**config.mk**
```make
export PLATFORM = sky130hd
export DESIGN_NAME = hif_top
export DESIGN_NICKNAME = d
export VERILOG_FILES = /design/src/hif_pkg.sv /design/src/hif_arbiter.sv /design/src/hif_link.sv /design/src/hif_rx_path.sv /design/src/hif_top.sv /design/src/hif_tx_path.sv
export VERILOG_INCLUDE_DIRS = /design/src
export SDC_FILE = /design/constraint.sdc
export NUM_CORES = 1
export LEC_CHECK = 0
export BUFFER_PORTS_ARGS = -buffer_cell sky130_fd_sc_hd__buf_2
export CAP_MARGIN = 20
export CORE_AREA = 2 2 100 102
export CTS_BUF_LIST = sky130_fd_sc_hd__clkbuf_8
export CTS_CLUSTER_SIZE = 16
export DETAILED_ROUTE_END_ITERATION = 16
export DIE_AREA = 0 0 102 104
export PLACE_DENSITY = 0.82
export SYNTH_ARGS = -nofsm -noshare
export SYNTH_HDL_FRONTEND = slang
export SYNTH_SLANG_ARGS = --single-unit
```
**constraint.sdc**
```tcl
create_clock -name clk -period 2.15 [get_ports clk]
set_clock_uncertainty 0.15 [all_clocks]
set_input_delay 0.215 -clock clk [delete_from_list [all_inputs] [get_ports clk]]
set_output_delay 0.215 -clock clk [all_outputs]
set_load 0.05 [all_outputs]
```
**src/hif_defines.svh**
```systemverilog
`ifndef HIF_DEFINES_SVH
`define HIF_DEFINES_SVH

// ======================================================================
// Host interface widths
// ======================================================================

// Host port and buffer word width
`define HIF_DATA_W    16

// Global buffer address width
`define GBF_ADDR_W    8

// Fixed number of words in one transfer
`define HIF_BURST_LEN 8

`endif

```
**src/hif_pkg.sv**
```systemverilog
`include "hif_defines.svh"

package hif_pkg;

    // Stream codes as sent in the command word
    typedef enum logic [3:0] {
        STR_CFG    = 4'd0,
        STR_ACT    = 4'd2,
        STR_FLGACT = 4'd4,
        STR_WEI    = 4'd6,
        STR_FLGWEI = 4'd8,
        STR_FLGOFM = 4'd10,
        STR_OFM    = 4'd11
    } stream_e;

    // Layer schedule events
    typedef struct packed {
        logic next_patch;
        logic next_ftrgrp;
        logic reset_patch;
        logic reset_ftrgrp;
        logic reset_ofm;
    } sched_t;

    // Command word with dir high for host to chip
    typedef struct packed {
        logic        dir;
        stream_e     stream;
        logic [10:0] len;
    } host_cmd_t;

    typedef union packed {
        logic [`HIF_DATA_W-1:0] raw;
        host_cmd_t              cmd;
    } host_word_u;

    typedef struct packed {
        logic                   en;
        logic [`GBF_ADDR_W-1:0] addr;
        logic [`HIF_DATA_W-1:0] data;
    } gbf_wr_t;

    typedef struct packed {
        logic                   en;
        logic [`GBF_ADDR_W-1:0] addr;
    } ofm_rd_t;

    // Transfer in flight
    typedef struct packed {
        logic    active;
        logic    dir;
        stream_e stream;
    } xfer_t;

endpackage

```
**src/hif_arbiter.sv**
```systemverilog
`timescale 1ns/1ps

module hif_arbiter (
    input  logic            clk,
    input  logic            rst_n,
    input  hif_pkg::sched_t sched,
    input  logic            cfg_req,
    input  logic            done,
    output hif_pkg::xfer_t  xfer,
    output hif_pkg::sched_t sched_lev,
    output logic            issue
);
    import hif_pkg::*;

    localparam int NUM_STR = 7;

    // Bit 0 is cfg and has the highest priority
    logic [NUM_STR-1:0] pend;
    logic [NUM_STR-1:0] pend_set;
    logic [NUM_STR-1:0] pend_clr;
    logic [NUM_STR-1:0] pick_oh;
    stream_e            pick_str;
    logic               wei_ev;
    logic               act_ev;
    logic               start;
    sched_t             lev_q;

    function automatic stream_e idx_to_stream(input int idx);
        case (idx)
            0:       return STR_CFG;
            1:       return STR_FLGWEI;
            2:       return STR_WEI;
            3:       return STR_FLGACT;
            4:       return STR_ACT;
            5:       return STR_FLGOFM;
            default: return STR_OFM;
        endcase
    endfunction

    // ==================================================================
    // Pending flags and priority pick
    // ==================================================================
    assign wei_ev   = sched.reset_ftrgrp | sched.next_ftrgrp;
    assign act_ev   = sched.reset_patch | sched.next_patch;
    assign pend_set = {sched.reset_ofm, sched.reset_ofm, act_ev, act_ev,
                       wei_ev, wei_ev, cfg_req};

    // Lowest set index wins
    always_comb begin
        pick_oh  = '0;
        pick_str = STR_CFG;
        for (int i = NUM_STR - 1; i >= 0; i--) begin
            if (pend[i]) begin
                pick_oh    = '0;
                pick_oh[i] = 1'b1;
                pick_str   = idx_to_stream(i);
            end
        end
    end

    assign start    = !xfer.active && (|pend);
    assign pend_clr = start ? pick_oh : '0;

    // ==================================================================
    // Transfer state
    // ==================================================================
    always_ff @(posedge clk or negedge rst_n) begin
        if (!rst_n) begin
            pend  <= '0;
            issue <= 1'b0;
            xfer  <= '0;
        end else begin
            pend  <= (pend & ~pend_clr) | pend_set;
            issue <= start;
            if (start) begin
                xfer.active <= 1'b1;
                xfer.dir    <= !(pick_str inside {STR_FLGOFM, STR_OFM});
                xfer.stream <= pick_str;
            end else if (done) begin
                xfer.active <= 1'b0;
            end
        end
    end

    // Reset events stay up until the next command goes out
    always_ff @(posedge clk or negedge rst_n) begin
        if (!rst_n) begin
            lev_q <= '0;
        end else if (issue) begin
            lev_q <= sched;
        end else begin
            lev_q <= lev_q | sched;
        end
    end

    assign sched_lev = sched | lev_q;

endmodule

```
**src/hif_link.sv**
```systemverilog
`timescale 1ns/1ps
`include "hif_defines.svh"

module hif_link (
    input  logic                   clk,
    input  logic                   rst_n,
    input  hif_pkg::xfer_t         xfer,
    input  logic                   issue,
    input  logic                   host_rx_valid,
    input  logic [`HIF_DATA_W-1:0] tx_word,
    input  logic                   tx_valid,
    output logic                   host_req,
    output hif_pkg::host_word_u    host_tx_data,
    output logic                   host_tx_valid,
    output logic                   done
);
    import hif_pkg::*;

    localparam int CNT_W = $clog2(`HIF_BURST_LEN + 1);

    host_cmd_t        cmd_word;
    logic [CNT_W-1:0] word_cnt;
    logic             in_move;
    logic             out_move;
    logic             move;

    assign cmd_word = '{dir: xfer.dir, stream: xfer.stream, len: 11'(`HIF_BURST_LEN)};

    // ==================================================================
    // Word counting
    // ==================================================================
    // No inbound word is taken while the command is on the bus
    assign in_move  = xfer.active && xfer.dir && !issue && host_rx_valid;
    assign out_move = xfer.active && !xfer.dir && tx_valid;
    assign move     = in_move || out_move;
    assign done     = move && (word_cnt == CNT_W'(`HIF_BURST_LEN - 1));

    always_ff @(posedge clk or negedge rst_n) begin
        if (!rst_n) begin
            word_cnt <= '0;
        end else if (issue) begin
            word_cnt <= '0;
        end else if (move) begin
            word_cnt <= word_cnt + 1'b1;
        end
    end

    // ==================================================================
    // Outbound bus
    // ==================================================================
    assign host_req      = issue;
    assign host_tx_valid = out_move;

    // Command and ofm data share the same word
    always_comb begin
        host_tx_data = '0;
        if (issue) begin
            host_tx_data.cmd = cmd_word;
        end else if (out_move) begin
            host_tx_data.raw = tx_word;
        end
    end

endmodule

```
**src/hif_rx_path.sv**
```systemverilog
`timescale 1ns/1ps
`include "hif_defines.svh"

module hif_rx_path (
    input  logic                   clk,
    input  logic                   rst_n,
    input  hif_pkg::xfer_t         xfer,
    input  hif_pkg::sched_t        sched_lev,
    input  logic [`HIF_DATA_W-1:0] host_rx_data,
    input  logic                   host_rx_valid,
    output logic [`HIF_DATA_W-1:0] cfg_data,
    output logic                   cfg_valid,
    output hif_pkg::gbf_wr_t       flgwei_wr,
    output hif_pkg::gbf_wr_t       wei_wr,
    output hif_pkg::gbf_wr_t       flgact_wr,
    output hif_pkg::gbf_wr_t       act_wr
);
    import hif_pkg::*;

    localparam int NUM_WR = 4;

    // Write port order is flgwei, wei, flgact, act
    localparam stream_e WR_STR [NUM_WR] = '{STR_FLGWEI, STR_WEI, STR_FLGACT, STR_ACT};

    logic                   in_act;
    logic                   sel_cfg;
    logic [NUM_WR-1:0]      sel_wr;
    logic [NUM_WR-1:0]      clr_wr;
    logic [`GBF_ADDR_W-1:0] wr_addr [NUM_WR];
    gbf_wr_t                wr_port [NUM_WR];

    assign in_act = xfer.active && xfer.dir;

    // ==================================================================
    // Steering
    // ==================================================================
    assign sel_cfg   = in_act && (xfer.stream == STR_CFG);
    assign cfg_valid = sel_cfg && host_rx_valid;
    assign cfg_data  = sel_cfg ? host_rx_data : '0;

    always_comb begin
        for (int i = 0; i < NUM_WR; i++) begin
            sel_wr[i]       = in_act && (xfer.stream == WR_STR[i]);
            wr_port[i].en   = sel_wr[i] && host_rx_valid;
            wr_port[i].addr = wr_addr[i];
            wr_port[i].data = sel_wr[i] ? host_rx_data : '0;
        end
    end

    // ==================================================================
    // Write address counters
    // ==================================================================
    // next_* events keep the addresses running
    assign clr_wr = {sched_lev.reset_patch, sched_lev.reset_patch,
                     sched_lev.reset_ftrgrp, sched_lev.reset_ftrgrp};

    always_ff @(posedge clk or negedge rst_n) begin
        if (!rst_n) begin
            for (int i = 0; i < NUM_WR; i++) begin
                wr_addr[i] <= '0;
            end
        end else begin
            for (int i = 0; i < NUM_WR; i++) begin
                if (clr_wr[i]) begin
                    wr_addr[i] <= '0;
                end else if (wr_port[i].en) begin
                    wr_addr[i] <= wr_addr[i] + 1'b1;
                end
            end
        end
    end

    assign flgwei_wr = wr_port[0];
    assign wei_wr    = wr_port[1];
    assign flgact_wr = wr_port[2];
    assign act_wr    = wr_port[3];

endmodule

```
**src/hif_top.sv**
```systemverilog
`timescale 1ns/1ps
`include "hif_defines.svh"

module hif_top (
    input  logic                   clk,
    input  logic                   rst_n,
    input  hif_pkg::sched_t        sched,
    input  logic                   cfg_req,
    input  logic [`HIF_DATA_W-1:0] host_rx_data,
    input  logic                   host_rx_valid,
    input  logic                   host_tx_ready,
    input  logic [`HIF_DATA_W-1:0] ofm_rd_data,
    input  logic [`HIF_DATA_W-1:0] flgofm_rd_data,
    output logic                   host_req,
    output hif_pkg::host_word_u    host_tx_data,
    output logic                   host_tx_valid,
    output logic                   xfer_done,
    output logic [`HIF_DATA_W-1:0] cfg_data,
    output logic                   cfg_valid,
    output hif_pkg::gbf_wr_t       flgwei_wr,
    output hif_pkg::gbf_wr_t       wei_wr,
    output hif_pkg::gbf_wr_t       flgact_wr,
    output hif_pkg::gbf_wr_t       act_wr,
    output hif_pkg::ofm_rd_t       flgofm_rd,
    output hif_pkg::ofm_rd_t       ofm_rd
);
    import hif_pkg::*;

    xfer_t                  xfer;
    sched_t                 sched_lev;
    logic                   issue;
    logic [`HIF_DATA_W-1:0] tx_word;
    logic                   tx_valid;

    // ==================================================================
    // Control and framing
    // ==================================================================
    hif_arbiter u_arbiter (
        .clk       (clk),
        .rst_n     (rst_n),
        .sched     (sched),
        .cfg_req   (cfg_req),
        .done      (xfer_done),
        .xfer      (xfer),
        .sched_lev (sched_lev),
        .issue     (issue)
    );

    hif_link u_link (
        .clk           (clk),
        .rst_n         (rst_n),
        .xfer          (xfer),
        .issue         (issue),
        .host_rx_valid (host_rx_valid),
        .tx_word       (tx_word),
        .tx_valid      (tx_valid),
        .host_req      (host_req),
        .host_tx_data  (host_tx_data),
        .host_tx_valid (host_tx_valid),
        .done          (xfer_done)
    );

    // ==================================================================
    // Buffer side
    // ==================================================================
    hif_rx_path u_rx_path (
        .clk           (clk),
        .rst_n         (rst_n),
        .xfer          (xfer),
        .sched_lev     (sched_lev),
        .host_rx_data  (host_rx_data),
        .host_rx_valid (host_rx_valid),
        .cfg_data      (cfg_data),
        .cfg_valid     (cfg_valid),
        .flgwei_wr     (flgwei_wr),
        .wei_wr        (wei_wr),
        .flgact_wr     (flgact_wr),
        .act_wr        (act_wr)
    );

    hif_tx_path u_tx_path (
        .clk            (clk),
        .rst_n          (rst_n),
        .xfer           (xfer),
        .sched_lev      (sched_lev),
        .host_tx_ready  (host_tx_ready),
        .ofm_rd_data    (ofm_rd_data),
        .flgofm_rd_data (flgofm_rd_data),
        .ofm_rd         (ofm_rd),
        .flgofm_rd      (flgofm_rd),
        .tx_word        (tx_word),
        .tx_valid       (tx_valid)
    );

endmodule

```
**src/hif_tx_path.sv**
```systemverilog
`timescale 1ns/1ps
`include "hif_defines.svh"

module hif_tx_path (
    input  logic                   clk,
    input  logic                   rst_n,
    input  hif_pkg::xfer_t         xfer,
    input  hif_pkg::sched_t        sched_lev,
    input  logic                   host_tx_ready,
    input  logic [`HIF_DATA_W-1:0] ofm_rd_data,
    input  logic [`HIF_DATA_W-1:0] flgofm_rd_data,
    output hif_pkg::ofm_rd_t       ofm_rd,
    output hif_pkg::ofm_rd_t       flgofm_rd,
    output logic [`HIF_DATA_W-1:0] tx_word,
    output logic                   tx_valid
);
    import hif_pkg::*;

    localparam int NUM_RD = 2;
    localparam int CNT_W  = $clog2(`HIF_BURST_LEN + 1);
    localparam stream_e RD_STR [NUM_RD] = '{STR_FLGOFM, STR_OFM};

    logic                   act_q;
    logic                   rd_go;
    logic                   rd_go_q;
    logic [CNT_W-1:0]       rd_cnt;
    logic [`GBF_ADDR_W-1:0] rd_addr [NUM_RD];
    ofm_rd_t                rd_port [NUM_RD];

    // Reads start the cycle after the command word
    assign rd_go = xfer.active && !xfer.dir && act_q && host_tx_ready &&
                   (rd_cnt != CNT_W'(`HIF_BURST_LEN));

    always_comb begin
        for (int i = 0; i < NUM_RD; i++) begin
            rd_port[i].en   = rd_go && (xfer.stream == RD_STR[i]);
            rd_port[i].addr = rd_addr[i];
        end
    end

    always_ff @(posedge clk or negedge rst_n) begin
        if (!rst_n) begin
            act_q   <= 1'b0;
            rd_go_q <= 1'b0;
            rd_cnt  <= '0;
        end else begin
            act_q   <= xfer.active;
            rd_go_q <= rd_go;
            if (!xfer.active) begin
                rd_cnt <= '0;
            end else if (rd_go) begin
                rd_cnt <= rd_cnt + 1'b1;
            end
        end
    end

    // Read address counters
    always_ff @(posedge clk or negedge rst_n) begin
        if (!rst_n) begin
            for (int i = 0; i < NUM_RD; i++) begin
                rd_addr[i] <= '0;
            end
        end else begin
            for (int i = 0; i < NUM_RD; i++) begin
                if (sched_lev.reset_ofm) begin
                    rd_addr[i] <= '0;
                end else if (rd_port[i].en) begin
                    rd_addr[i] <= rd_addr[i] + 1'b1;
                end
            end
        end
    end

    // Buffer data returns one cycle after the enable
    assign tx_valid  = rd_go_q;
    assign tx_word   = (xfer.stream == STR_FLGOFM) ? flgofm_rd_data : ofm_rd_data;
    assign flgofm_rd = rd_port[0];
    assign ofm_rd    = rd_port[1];

endmodule

```
==> flow_summary.toml <==
[sta]
worst_slack_ns = -0.09073
period_minus_slack_ns = 2.241
setup_violations = 54
report.final.hold_viol_count = 0
max-slew-margin-rel = 0.5316
rsz0062_at_grt = "true"
finalSetupTns_ns = -1.545
drv_slew = 0
period_share = 1.042
worstMarginPinSlew_ns = 0.6953
fmax_mhz = 446.3

[placement]
placed_area_um2 = 5908
dp_slack_ns = 0.09525
hpwlAfterDp_mm = 10.22
numPortBuffers = 211
routabilityCongestion = 0.8550

[die]
core_um2 = 9549
initial_core_util = 0.4759
ioPinCount = 212
die_area_um2 = 10610
die_h_um = 104
die_w_um = 102
fp-row-count = 36

[setup_path]
cp.depth = 5
start_kind = "flop"
critPathMaxFanout = 7
slowest_stage = "dfrtp_2"
crit_arrival_ns = 1.88
endpoint_kind = "primary output"
reg2reg_from = "u_tx_path.rd_cnt[0]"
rrSetupSlack_ns = 0.06
critical_path_class = "flop to primary output"
critical_path_required_ns = 1.78
crit_buf_inv = 1
cpPeakStageDelay_ns = 0.46
r2r_cells = 7
r2r-end = "u_tx_path.flgofm_rd[7]"
crit_family = "simple AND/OR/NAND/NOR gates"
crit_chain = "nand2b_2, or2_4, nand2_1, a21oi_4, buf_4"

[synth]
synth_top_cell_by_area = "dfrtp_1"
synthDistinctLibCells = 46
ys_ff_latch = 75
post-synth-top-count-cell = "dfrtp_1"
synth_edf_count = 0
yosys_warnings = 0
yosysTopAreaCellShare = 0.4130
synth_top_flop_cell = "dfrtp_1"
synth-seq-area-share = 0.4130
async_flop_share = 1.000
ys_top_cells_by_count = "dfrtp_1 (75), and2_1 (67), nor2_1 (51)"
synthTopCellsByArea = "dfrtp_1 (41%), and2_1 (9.2%), nor2_1 (4.2%)"
netlist_area_um2 = 4544
synth.avg_cell_area_um2 = 8.706
synth_nets = 589
syn_inst = 522

[clocking]
clock_sinks = 75
clk_pin_slew_ns = 0.08
root_buffer = "clkbuf_8"
clock_latency_ns = 0.36
cts_buffers = 9
cts_tree = "yes"
clock_path_buffers = 2
cts_max_level = 3

[power_and_ir_drop]
worst_ir_drop_vdd_mv = 0.7767
power.leakage_nw = 3.445
powerDensity_nw_per_um2 = 773.5

[finish]
fin_area_um2 = 7286
final_nets = 846
layout-drive-gt1-share = 0.4572
syn_to_final_growth_pct = 60.32
diodes = 0

[run_status]
status = "complete, but fails checks"
violations = "negative setup slack"

[detailed_routing]
via_per_inst = 5.593
ant_nets = 0
routed_wl_mm = 16.78
drt_iter0_markers = 375
routedWlPerCell_um = 18.32
first_pass_iters = 5
via_count = 5123
drc = 0

[global_routing]
antenna_found_initial = 0
grt_pass1_wl_mm = 23.78
gr-total-overflow = 0
grt_start_max_net_pins = 47
grt_pass1_vias = 4802
grt_usage = 0.2842

[hold_path]
min_to = "u_rx_path.flgwei_wr[16]"
min-delay-path-class = "input port to flop"
hold_depth = 4
min-delay-start = "host_rx_valid"

[run]
drv_cap = 0
==> cells by family after synthesis <==
family | Yosys count | synth area share
compound gates | 70 | 0.08673
xor+xnor | 33 | 0.06360
fa+ha+maj | 9 | 0.02478
buf+inv | 43 | 0.03909
flops | 75 | 0.4130
mux | 11 | 0.02423
simple gates | 281 | 0.3486
==> cells in the final DEF, fill, tap and decap left out, types with 9 or more instances in the layout <==
cell	n
nand2_1	45
clkbuf_8	12
nand3_1	20
dfrtp_1	69
buf_2	107
nor2_1	46
nand4_1	15
or3_1	11
buf_4	86
ha_1	9
xor2_1	12
and2_4	33
xnor2_1	21
a21oi_1	22
o21ai_0	20
and3_1	17
inv_1	17
buf_6	26
mux2i_1	10
and2_1	34
buf_8	35
==> worst min-delay path: cells and delay by family <==
kind,cells,cell delay (ns)
xor+xnor,1,0.07
simple gates,2,0.20
buf+inv,1,0.17
==> power by group <==
group	leakage (nW)	switching (mW)	internal (mW)	total, mW
clock network	0.0994	0.512	0.500	1.01
logic	2.38	1.82	1.17	2.99
registers	0.969	0.117	1.52	1.63
total	3.44	2.45	3.19	5.64
==> what timing repair did <==
item / in CTS / in global routing
buffers inserted: 22 / 12
gates resized for setup: 157 / 118
pin swaps: 9 / 19
gates cloned: 2 / 2
endpoints found under the setup margin: 102 / 108
hold buffers: 8 / 0
endpoints found under the hold margin: 55 / 0
==> how the worst max path moves through the flow <==
stage,start,end,slack (ns)
after detailed placement,u_arbiter.xfer[5],u_tx_path.flgofm_rd[4],0.1
final,u_arbiter.xfer[0],host_tx_data[0],-0.09
after global placement,u_arbiter.xfer[0],host_tx_data[3],0.11
after global routing,u_arbiter.xfer[0],host_tx_data[0],-0.13
after floorplan,u_arbiter.xfer[4],host_tx_data[10],-0.34
after CTS,u_arbiter.xfer[0],host_tx_data[14],-0.08
==> layout make-up <==
class	count	area, um2
Multi-Input combinational cell	405	2741
Tap cell	133	166.4
Clock buffer	12	165.2
Clock inverter	3	13.76
Timing Repair Buffer	271	2247
Fill cell	611	2263
Sequential cell	75	1884
Inverter	17	67.56
==> through the flow <==
step                      hold WS [ns]  total power [mW]  utilization  cells
final                           0.1773             5.636       0.7630    916
after floorplan                -0.2306             3.192            -    522
after CTS                       0.1618             5.325       0.7162    904
after global placement          0.1102             3.734       0.6187    857
after detailed placement        0.1131             3.771       0.6187    857
after global routing            0.1946             5.839       0.7630    916
==> sequential cells by signal (all words and copies together) (netlist names), 4 cells and up <==
| signal | cells |
|---|---|
| u_rx_path.act_wr | 8 |
| u_arbiter.xfer | 6 |
| u_tx_path.rd_cnt | 4 |
| u_arbiter.pend | 7 |
| u_rx_path.flgwei_wr | 8 |
| u_link.word_cnt | 4 |
| u_tx_path.flgofm_rd | 8 |
| u_rx_path.wei_wr | 8 |
| u_tx_path.ofm_rd | 8 |
| u_rx_path.flgact_wr | 8 |
==> layer usage <==
metal	track usage	vias to the layer above	wire, um
met3	0.04637	43	1229
met5	0	-	0
met1	0.3296	2498	6271
met4	0.1229	0	476
li1	-	2300	-
met2	0.5070	282	8800
Power figures use the tool's default switching activity.
